[src/addr_decode_pkg.sv]
package addr_decode_pkg;

    // instruction byte window and decoder positions
    localparam int window_bytes  = 6;
    localparam int num_positions = 5;
    localparam int max_prefixes  = 4;

    // modrm field codes
    localparam logic [1:0] mod_reg_only = 2'b11;
    localparam logic [2:0] rm_sib       = 3'b100;
    localparam logic [2:0] rm_disp32    = 3'b101;
    localparam logic [2:0] rm_disp16    = 3'b110;

    // register numbers used by the 16-bit table
    localparam logic [2:0] reg_bx = 3'b011;
    localparam logic [2:0] reg_bp = 3'b101;
    localparam logic [2:0] reg_si = 3'b110;
    localparam logic [2:0] reg_di = 3'b111;

    typedef logic [2:0] reg_t;

    // byte count, 0 to 6
    typedef logic [2:0] len_t;

    typedef struct packed {
        logic [1:0] mod;
        logic [2:0] reg_op;
        logic [2:0] rm;
    } modrm_t;

    typedef struct packed {
        logic [1:0] scale;
        logic [2:0] index;
        logic [2:0] base;
    } sib_t;

    // a window byte is modrm to one decoder and sib to the one before it
    typedef union packed {
        modrm_t modrm;
        sib_t   sib;
    } ea_byte_u;

    typedef struct packed {
        ea_byte_u [window_bytes-1:0] window;
        logic                        has_modrm;
        logic [max_prefixes-1:0]     prefix_onehot;
        logic                        two_byte_op;
        logic                        addr16;
    } decode_req_t;

    typedef struct packed {
        len_t       total_len;
        len_t       disp_len;
        reg_t       base_reg;
        reg_t       index_reg;
        logic       use_base;
        logic       use_index;
        logic [1:0] scale;
        logic       has_sib;
    } ea_info_t;

endpackage

[src/ea_length_decode.sv]
`timescale 1ns/1ps

module ea_length_decode (
    input  addr_decode_pkg::modrm_t modrm,
    input  logic                    is_sib,
    input  logic                    has_modrm,
    input  logic                    addr16,
    output addr_decode_pkg::len_t   disp_len,
    output addr_decode_pkg::len_t   total_len
);

    logic  direct_disp;
    logic  sib_len;

    // mod 00 with the displacement-only rm of the current mode
    always_comb begin
        if (addr16) begin
            direct_disp = (modrm.rm == addr_decode_pkg::rm_disp16);
        end else begin
            direct_disp = (modrm.rm == addr_decode_pkg::rm_disp32);
        end
    end

    always_comb begin
        disp_len = 3'd0;
        if (has_modrm) begin
            case (modrm.mod)
                2'b00: begin
                    if (direct_disp) begin
                        disp_len = addr16 ? 3'd2 : 3'd4;
                    end
                end
                2'b01: begin
                    disp_len = 3'd1;
                end
                2'b10: begin
                    disp_len = addr16 ? 3'd2 : 3'd4;
                end
                default: begin
                    disp_len = 3'd0;
                end
            endcase
        end
    end

    assign sib_len = has_modrm & is_sib;

    // modrm byte, optional sib byte, then displacement
    always_comb begin
        if (has_modrm) begin
            total_len = 3'd1 + {2'b00, sib_len} + disp_len;
        end else begin
            total_len = 3'd0;
        end
    end

endmodule

[src/ea_register_decode.sv]
`timescale 1ns/1ps

module ea_register_decode (
    input  addr_decode_pkg::modrm_t modrm,
    input  addr_decode_pkg::sib_t   sib,
    input  logic                    is_sib,
    input  logic                    has_modrm,
    input  logic                    addr16,
    output addr_decode_pkg::reg_t   base_reg,
    output logic                    use_base,
    output addr_decode_pkg::reg_t   index_reg,
    output logic                    use_index,
    output logic [1:0]              scale
);

    logic reg_operand;
    logic disp_only32;

    assign reg_operand = (modrm.mod == addr_decode_pkg::mod_reg_only);
    assign disp_only32 = (modrm.mod == 2'b00) && (modrm.rm == addr_decode_pkg::rm_disp32);

    always_comb begin
        base_reg  = 3'd0;
        use_base  = 1'b0;
        index_reg = 3'd0;
        use_index = 1'b0;
        scale     = 2'd0;
        if (has_modrm) begin
            if (!addr16 || reg_operand) begin
                if (is_sib) begin
                    base_reg  = sib.base;
                    use_base  = 1'b1;
                    index_reg = sib.index;
                    use_index = 1'b1;
                    scale     = sib.scale;
                end else if (!disp_only32) begin
                    base_reg = modrm.rm;
                    use_base = 1'b1;
                end
            end else begin
                // 16-bit memory forms, base half of the table
                case (modrm.rm)
                    3'b000, 3'b001, 3'b111: begin
                        base_reg = addr_decode_pkg::reg_bx;
                        use_base = 1'b1;
                    end
                    3'b010, 3'b011: begin
                        base_reg = addr_decode_pkg::reg_bp;
                        use_base = 1'b1;
                    end
                    addr_decode_pkg::rm_disp16: begin
                        // mod 00 here is disp16 alone
                        if (modrm.mod != 2'b00) begin
                            base_reg = addr_decode_pkg::reg_bp;
                            use_base = 1'b1;
                        end
                    end
                    default: begin
                        use_base = 1'b0;
                    end
                endcase
                // index half
                case (modrm.rm)
                    3'b000, 3'b010, 3'b100: begin
                        index_reg = addr_decode_pkg::reg_si;
                        use_index = 1'b1;
                    end
                    3'b001, 3'b011, 3'b101: begin
                        index_reg = addr_decode_pkg::reg_di;
                        use_index = 1'b1;
                    end
                    default: begin
                        use_index = 1'b0;
                    end
                endcase
            end
        end
    end

endmodule

[src/modrm_decoder.sv]
`timescale 1ns/1ps

module modrm_decoder (
    input  addr_decode_pkg::ea_byte_u modrm_byte,
    input  addr_decode_pkg::ea_byte_u sib_byte,
    input  logic                      has_modrm,
    input  logic                      addr16,
    output addr_decode_pkg::ea_info_t info
);

    addr_decode_pkg::modrm_t modrm;
    addr_decode_pkg::sib_t   sib;
    logic                    is_sib;
    addr_decode_pkg::len_t   disp_len;
    addr_decode_pkg::len_t   total_len;
    addr_decode_pkg::reg_t   base_reg;
    addr_decode_pkg::reg_t   index_reg;
    logic                    use_base;
    logic                    use_index;
    logic [1:0]              scale;

    assign modrm = modrm_byte.modrm;
    assign sib   = sib_byte.sib;

    // sib only exists for 32-bit memory forms
    assign is_sib = has_modrm && !addr16
                 && (modrm.mod != addr_decode_pkg::mod_reg_only)
                 && (modrm.rm == addr_decode_pkg::rm_sib);

    ea_length_decode length_i (
        .modrm     (modrm),
        .is_sib    (is_sib),
        .has_modrm (has_modrm),
        .addr16    (addr16),
        .disp_len  (disp_len),
        .total_len (total_len)
    );

    ea_register_decode register_i (
        .modrm     (modrm),
        .sib       (sib),
        .is_sib    (is_sib),
        .has_modrm (has_modrm),
        .addr16    (addr16),
        .base_reg  (base_reg),
        .use_base  (use_base),
        .index_reg (index_reg),
        .use_index (use_index),
        .scale     (scale)
    );

    always_comb begin
        info.total_len = total_len;
        info.disp_len  = disp_len;
        info.base_reg  = base_reg;
        info.index_reg = index_reg;
        info.use_base  = use_base;
        info.use_index = use_index;
        info.scale     = scale;
        info.has_sib   = is_sib;
    end

endmodule

[src/ea_select_stage.sv]
`timescale 1ns/1ps

module ea_select_stage (
    input  logic                                                       clk,
    input  logic                                                       rst,
    input  addr_decode_pkg::ea_info_t [addr_decode_pkg::num_positions-1:0] candidates,
    input  logic [addr_decode_pkg::max_prefixes-1:0]                   prefix_onehot,
    input  logic                                                       two_byte_op,
    input  logic                                                       in_valid,
    output logic                                                       in_ready,
    output logic                                                       out_valid,
    input  logic                                                       out_ready,
    output addr_decode_pkg::ea_info_t                                  out_data
);

    logic [1:0]                prefix_count;
    logic [2:0]                position;
    addr_decode_pkg::ea_info_t selected;
    logic                      accept;

    // one-hot to binary, mask is expected to have a single bit set
    always_comb begin
        prefix_count = 2'd0;
        for (int i = 0; i < addr_decode_pkg::max_prefixes; i++) begin
            if (prefix_onehot[i]) begin
                prefix_count = 2'(i);
            end
        end
    end

    // modrm follows the prefixes and the 0f escape byte
    assign position = {1'b0, prefix_count} + {2'b00, two_byte_op};
    assign selected = candidates[position];

    // register empty or draining this cycle
    assign in_ready = !out_valid || out_ready;
    assign accept   = in_valid && in_ready;

    always_ff @(posedge clk) begin
        if (rst) begin
            out_valid <= 1'b0;
        end else if (in_ready) begin
            out_valid <= in_valid;
        end
    end

    always_ff @(posedge clk) begin
        if (accept) begin
            out_data <= selected;
        end
    end

endmodule

[src/addressing_decode.sv]
`timescale 1ns/1ps

module addressing_decode (
    input  logic                         clk,
    input  logic                         rst,
    input  logic                         in_valid,
    output logic                         in_ready,
    input  addr_decode_pkg::decode_req_t in_data,
    output logic                         out_valid,
    input  logic                         out_ready,
    output addr_decode_pkg::ea_info_t    out_data
);

    addr_decode_pkg::ea_info_t [addr_decode_pkg::num_positions-1:0] candidates;

    // one decoder per possible modrm position
    for (genvar k = 0; k < addr_decode_pkg::num_positions; k++) begin : g_pos
        modrm_decoder decoder_i (
            .modrm_byte (in_data.window[k]),
            .sib_byte   (in_data.window[k+1]),
            .has_modrm  (in_data.has_modrm),
            .addr16     (in_data.addr16),
            .info       (candidates[k])
        );
    end

    ea_select_stage select_i (
        .clk           (clk),
        .rst           (rst),
        .candidates    (candidates),
        .prefix_onehot (in_data.prefix_onehot),
        .two_byte_op   (in_data.two_byte_op),
        .in_valid      (in_valid),
        .in_ready      (in_ready),
        .out_valid     (out_valid),
        .out_ready     (out_ready),
        .out_data      (out_data)
    );

endmodule

[config.mk]
export PLATFORM = sky130hd
export DESIGN_NAME = addressing_decode
export DESIGN_NICKNAME = d
export VERILOG_FILES = /design/src/addr_decode_pkg.sv /design/src/ea_length_decode.sv /design/src/ea_register_decode.sv /design/src/modrm_decoder.sv /design/src/ea_select_stage.sv /design/src/addressing_decode.sv
export SDC_FILE = /design/constraint.sdc
export NUM_CORES = 1
export LEC_CHECK = 0
export ABC_AREA = 1
export BUFFER_PORTS_ARGS = -buffer_cell sky130_fd_sc_hd__clkbuf_2
export CELL_PAD_IN_SITES_DETAIL_PLACEMENT = 1
export CELL_PAD_IN_SITES_GLOBAL_PLACEMENT = 2
export CORE_MARGIN = 10
export CORE_UTILIZATION = 27
export CTS_CLUSTER_DIAMETER = 60
export DETAILED_ROUTE_END_ITERATION = 8
export PLACE_DENSITY_LB_ADDON = 0.1
export SYNTH_ARGS = -nofsm -noshare
export SYNTH_HDL_FRONTEND = slang
export SYNTH_SLANG_ARGS = --single-unit
[constraint.sdc]
create_clock -name clk -period 2.85 [get_ports clk]
set_input_delay 0.57 -clock clk [delete_from_list [all_inputs] [get_ports clk]]
set_output_delay 0.57 -clock clk [all_outputs]
set_load 0.05 [all_outputs]
Word-level counts from Yosys, hierarchy flattened
Index checks and enable logic that the tools add are counted.

Register bits after elaboration: 18. Word-level logic and storage cells: 297. Output and inout bits: 19.

Reduce and logical (&&, ||, !) cells: 70. Magnitude comparators: 1. Equal/unequal tests: 55. Bitwise logic cells: 5. $add $sub $neg: 11. Muxes and demuxes: 146.

Operators by type and width (number): $mux W3 (56); $pmux W3 S3 (10); $eq A3 B3 Y1 const B (20); $bmux W17 S3 (1); $mux W1 (51); $reduce_or A3 Y1 (15); $mux W2 (17); $eq A3 B2 Y1 const B (10); $pmux W3 S2 (5); $reduce_or A6 Y1 (5); $reduce_or A5 Y1 (5); $eq A2 B2 Y1 const B (10); $logic_and A1 B1 Y1 (17); $mux W17 (1); $add A2 B3 Y3 (5); $eq A3 B1 Y1 const B (5); $logic_not A3 Y1 (5); $add A1 B1 Y2 const A (5); $eq A2 B1 Y1 const B (5); $logic_not A2 Y1 (5); $ne A2 B2 Y1 const B (5); $pmux W1 S2 (5); $reduce_bool A2 Y1 (5); $reduce_or A2 Y1 (5); 5 further kinds (15).

Depth between registers and ports, before layout
Gate-level depths: netlist of the first run.

Depth after elaboration: 10. Gate-level depth with buffers: 14. Depth with buffers taken out: 13.

Hierarchy
Synthesis of the first run repeated with hierarchy kept, for this count alone.

Cells, all modules: 801. Area total of the unflattened synthesis: 4265.3 um^2.

By module, submodules not included: ea_select_stage (cells each 271, seq. area each 530.5 um^2, area each 1687.9 um^2, instances 1); ea_register_decode (cells each 64, seq. area each 0.0 um^2, area each 296.5 um^2, instances 5); ea_length_decode (cells each 33, seq. area each 0.0 um^2, area each 170.2 um^2, instances 5); modrm_decoder (cells each 9, seq. area each 0.0 um^2, area each 48.8 um^2, instances 5).

Worst setup path after synthesis of the first run
No wires, ideal clock.

Path kind: input to register. Start point: input port in_data[5] in the netlist's numbering. End point: register select_i.out_data[5] (netlist name). Stages: 13. Slack: 0.693 ns. Arrival time: 2.026 ns. Required time: 2.719 ns. Path through: o21bai_1 ha_1 ha_1 buf_6 inv_6 nand2_4 nor2_4 nand2_2 clkinv_2 nand2_1 a21oi_2 o211ai_1 nand2_1.

RTL lines: from (decl) (line addressing_decode.sv:8) `input addr_decode_pkg::decode_req_t in_data,`.

==> metrics, run 1 <==
crit end category flop; Total Nets Final 603; n_diodes 0; reg-to-reg critical path endpoint select_i.out_data[7]; Synth area leaders edfxtp_1 (18%), nand3_1 (16%), nand2_1 (15%); Post-synth EDFFs 17; Worst Min Path Start rst; largest net degree at the start of global routing 28; setup TNS 0 ns; max_cap viols 0; Iter 0 DRT Violations 191; Post-synth ARST share 0%; via count 3,323; Post-Route WL 11,570 um; Tcrit/Tclk final 81.59%; Die X 122.1 um; final setup vio count 0; commonest non-fill, non-tap cells in the layout nand2_1 (109), nand3_1 (91), clkbuf_2 (73), inv_1 (52), o21ai_0 (27); Critical Path Start in_data[0]; Leak 1.675 nW; post-synthesis instance total 459; CTS Buffer Depth 2; number of H-tree levels 1; Netlist cell types 39; Mapped Area 2815 um2; vias in the first global route 3,411; max-slew violations 0; clock period minus worst slack 2.325 ns; setup bufs post-CTS 0; RSZ-0062 raised after global routing false; Post-CTS Resized 0; Die Ht 122.1 um; Register-to-Register Path Depth 2; Startpoint Class input pin; Worst IR Drop VDD 0.1643 mV; synthesized area per cell 6.133 um2; Clk Latency, worst-skew pair 0.25 ns; Slew Limit Headroom 70.22%; Critical Setup Path Class input pin to flop; Total Routing Usage GR 15.01%; Reg2Reg Setup Slack 1.79 ns; CP max FO 5; hold crit path type input pin to flop; total global routing overflow 0; Final Hold Fails 0; clk sink count 18; worst path required time 2.86 ns; Hold Slack 0.4563 ns; Filler cells 1,386; post-synth top area share 18.13%; CTS tree yes; worst-case clock skew 0.002142 ns; Synth Register Bits 18; drc violations 0; commonest non-fill, non-tap cell in the layout nand2_1; Final Util 33.23%; first-pass GRT wire length 18,130 um; Layout area overhead 20.76%; initial antenna violation count 0; Clk Tree Root Cell clkbuf_8; DIE AREA 14,910 um2; post-DR vias/cell 4.982; number of placement rows 37; Fmax achieved 0.4300 GHz; Avg WL per Cell 17.35 um; initial core utilization 27.52%; reg2reg start select_i.out_valid; post-synthesis sequential area ratio 18.84%; Yosys top cell by area edfxtp_1; synthesis warning total 0; core area 10,230 um2; CTS clk-pin slew, worst paths 0.07 ns; Mapped Nets 530; worst endpoint data arrival time 2.33 ns; gp weighted congestion 0.8568; Hold Buf Count CTS 0; Port-buffer cells 73; pwr dens 324.8 nW/um2; ys flop type edfxtp_1; Worst-Margin Slew 0.4440 ns; critical path endpoint select_i.out_data[15]; Routed Antenna Nets 0; 1st-pass router iterations 4; top-level port count 78; Final HPWL DP 9634 um; share of layout cells above drive strength 1 24.48%; Num CTS Buffers 3; status complete, no violations
per-layer routing:
| layer | global-route usage [%] | up-vias | routed length (um) |
|---|---|---|---|
| met5 | 0 | - | 0 |
| met4 | 1.105 | 0 | 35 |
| met3 | 2.035 | 5 | 435 |
| met2 | 25.77 | 66 | 5533 |
| met1 | 20.30 | 1547 | 5567 |
| li1 | - | 1705 | - |
metrics by stage:
stage	instances	instance area, um2	setup WS (ns)	power [mW]
5_1_grt	667	3400	0.3669	1.177
4_1_cts	667	3400	0.5195	1.114
3_3_place_gp	663	3344	0.2509	0.8985
2_1_floorplan	459	2815	0.6928	0.7096
6_report	667	3400	0.5246	1.104
3_5_place_dp	663	3344	0.2511	0.9061
worst max-delay path: stages:
cell and delay, ns:
clkbuf_2 0.23, inv_6 0.15, nand2_8 0.10, nor2_4 0.15, nand2_2 0.11, ha_1 0.21, inv_1 0.05, ha_1 0.22
a21oi_1 0.19, a21oi_1 0.09, o21ai_0 0.18, inv_1 0.07
kinds of logic after synthesis:
logic type	share of synthesized area, %
buf+inv	11.82
compound gates	16.49
fa+ha+maj	5.333
simple gates	47.51
flops	18.84
final cells by class:
| type | count | area (um2) | share of cell area, % |
|---|---|---|---|
| clock buffers | 4 | 55.05 | 1.619 |
| inverters | 60 | 239.0 | 7.030 |
| multi-input cells | 366 | 1952 | 57.42 |
| flip-flops and latches | 18 | 530.5 | 15.61 |
| well taps | 136 | 170.2 | 5.006 |
| repair buffers | 83 | 452.9 | 13.32 |
registers in the layout (all words and copies together) (netlist names):
register	count
select_i.out_valid	1
select_i.out_data	17
worst min-delay path by stage:
| stage | endpoint | slack [ns] | depth (start not counted) |
|---|---|---|---|
| after floorplan | select_i.out_valid | 0.64 | 1 |
| after global placement | select_i.out_valid | 0.48 | 2 |
| after detailed placement | select_i.out_valid | 0.50 | 2 |
| after CTS | select_i.out_valid | 0.45 | 2 |
| after global routing | select_i.out_valid | 0.45 | 2 |
| final | select_i.out_valid | 0.46 | 2 |
report_power, final:
| group | leakage, nW | switching [mW] | internal, mW |
|---|---|---|---|
| sequential | 0.178 | 0.00678 | 0.320 |
| combinational | 1.47 | 0.406 | 0.165 |
| clock | 0.0288 | 0.0842 | 0.123 |
cells in the mapped netlist, drive strengths merged (3+ instances only):
master and number:
nor3 3, nand2 123, inv 59, o21ai 35
nand3 92, a21oi 27, ha 12, clkbuf 3
nor2 36, buf 12, o211ai 6, nand4 16
or2 5, a211oi 4, edfxtp 17
No activity file was read; power rests on OpenSTA's default activity.
==> run 2, diff against run 1 <==
- CORE_UTILIZATION: 27 -> 25
- clock period: 2.85 -> 2.05 ns (I/O delays scaled with it)
==> metrics, run 2 (synthesis results as in run 1) <==
status complete, no violations; Total Nets Final 668; Hold Buf Count CTS 0; CTS tree yes; Top reg by flops select_i.out_data; post-DR vias/cell 4.819; max reg flops 17; Post-Layout Inst Area 3965 um2; worst path required time 2.16 ns; via count 3,547; clock period minus worst slack 1.944 ns; Post-Route WL 12,030 um; Place WS -0.2001 ns; Die X 126.1 um; hold crit path type input pin to flop; initial core utilization 25.74%; Final HPWL DP 10,600 um; top-level port count 78; Slew Limit Headroom 78.32%; Regs by FF count select_i.out_data (17), select_i.out_valid (1); Layout area overhead 40.84%; clk sink count 18; Num CTS Buffers 3; RSZ-0062 raised after global routing false; Port-buffer cells 73; gp weighted congestion 0.8304; Routed Antenna Nets 0; n_diodes 0; initial antenna violation count 0; drc violations 0; vias in the first global route 3,801; Design Power 1.740 mW; Critical Setup Path Class input pin to flop; Post-CTS Resized 0; worst endpoint data arrival time 2.06 ns; Avg WL per Cell 16.35 um; commonest non-fill, non-tap cell in the layout nand2_1; 1st-pass router iterations 4; worst-case clock skew 0.006022 ns; Reg2Reg Setup Slack 1.00 ns; Clk Tree Root Cell clkbuf_16; CP max FO 5; final setup vio count 0; dpl cell area 3875 um2; Tcrit/Tclk final 94.82%; commonest non-fill, non-tap cells in the layout nand2_1 (109), nand3_1 (91), clkbuf_2 (71), buf_4 (71), inv_1 (52); setup bufs post-CTS 0; share of layout cells above drive strength 1 32.89%; Worst-Margin Slew 0.3227 ns; number of placement rows 38; core area 10,940 um2; Fmax achieved 0.5144 GHz; Worst IR Drop VDD 0.3175 mV; Total Routing Usage GR 14.74%; CTS Buffer Depth 2; Leak 2.014 nW; largest net degree at the start of global routing 28; Clk Latency, worst-skew pair 0.25 ns; total global routing overflow 0; max_cap viols 0; max-slew violations 0; Die Ht 126.1 um; DIE AREA 15,910 um2; crit end category flop; pwr dens 438.9 nW/um2; Final Hold Fails 0; Startpoint Class input pin; worst setup margin 0.1062 ns; number of H-tree levels 1; CTS clk-pin slew, worst paths 0.05 ns; first-pass GRT wire length 19,650 um; Iter 0 DRT Violations 172
==> run 2: cell count changes in the layout (fill, tap and decap cells not counted), moves of 2 or more <==
| cell | before | now |
|---|---|---|
| buf_12 | 1 | 4 |
| clkbuf_8 | 4 | 0 |
| clkbuf_16 | 0 | 3 |
| buf_4 | 9 | 71 |
| clkbuf_2 | 73 | 71 |
==> run 2: worst max-delay path, stage by stage <==
cell and delay (ns):
clkbuf_2 0.08, o21bai_1 0.15, ha_1 0.18, ha_1 0.37, inv_6 0.12, nand2_4 0.06, nor2_4 0.10, nand2_2 0.08
clkinv_2 0.09, nand2_1 0.07, a21oi_2 0.15, o211ai_1 0.11, nand2_1 0.08
==> run 2: path summary, 6_finish.rpt <==
kind | from | end | depth (start not counted)
hold reg to reg | select_i.out_valid | select_i.out_valid | 2
hold / removal | rst | select_i.out_valid | 2
setup reg to reg | select_i.out_valid | select_i.out_data[2] | 2
setup / recovery | in_data[5] | select_i.out_data[5] | 13
==> run 2: layer usage <==
| layer | track usage, % | vias up | wire length, um |
|---|---|---|---|
| li1 | - | 1841 | - |
| met1 | 19.11 | 1651 | 5756 |
| met2 | 25.77 | 51 | 5850 |
| met3 | 1.552 | 4 | 294 |
| met4 | 2.813 | 0 | 133 |
| met5 | 0 | - | 0 |
==> run 2: power breakdown <==
part	internal [mW]	switching (mW)
Clock	0.263	0.121
Combinational	0.319	0.582
Sequential	0.446	0.00920
Total	1.03	0.712
==> run 2: area by class of cell <==
| cell class | count | area [um2] |
|---|---|---|
| clock buffers | 4 | 78.83 |
| fillers | 1495 | 6970 |
| inverters | 60 | 239.0 |
| multi-input cells | 366 | 1961 |
| flip-flops and latches | 18 | 530.5 |
| well taps | 140 | 175.2 |
| repair buffers | 148 | 980.9 |
==> run 2: metrics by stage <==
step | hold WS [ns] | util [%] | setup TNS [ns] | cells
2_1_floorplan | 0.4791 | - | 0 | 459
3_3_place_gp | 0.4796 | 35.43 | -1.238 | 732
3_5_place_dp | 0.5165 | 35.43 | -1.519 | 732
4_1_cts | 0.3166 | 36.16 | 0 | 736
5_1_grt | 0.3208 | 36.26 | 0 | 736
6_report | 0.3164 | 36.26 | 0 | 736
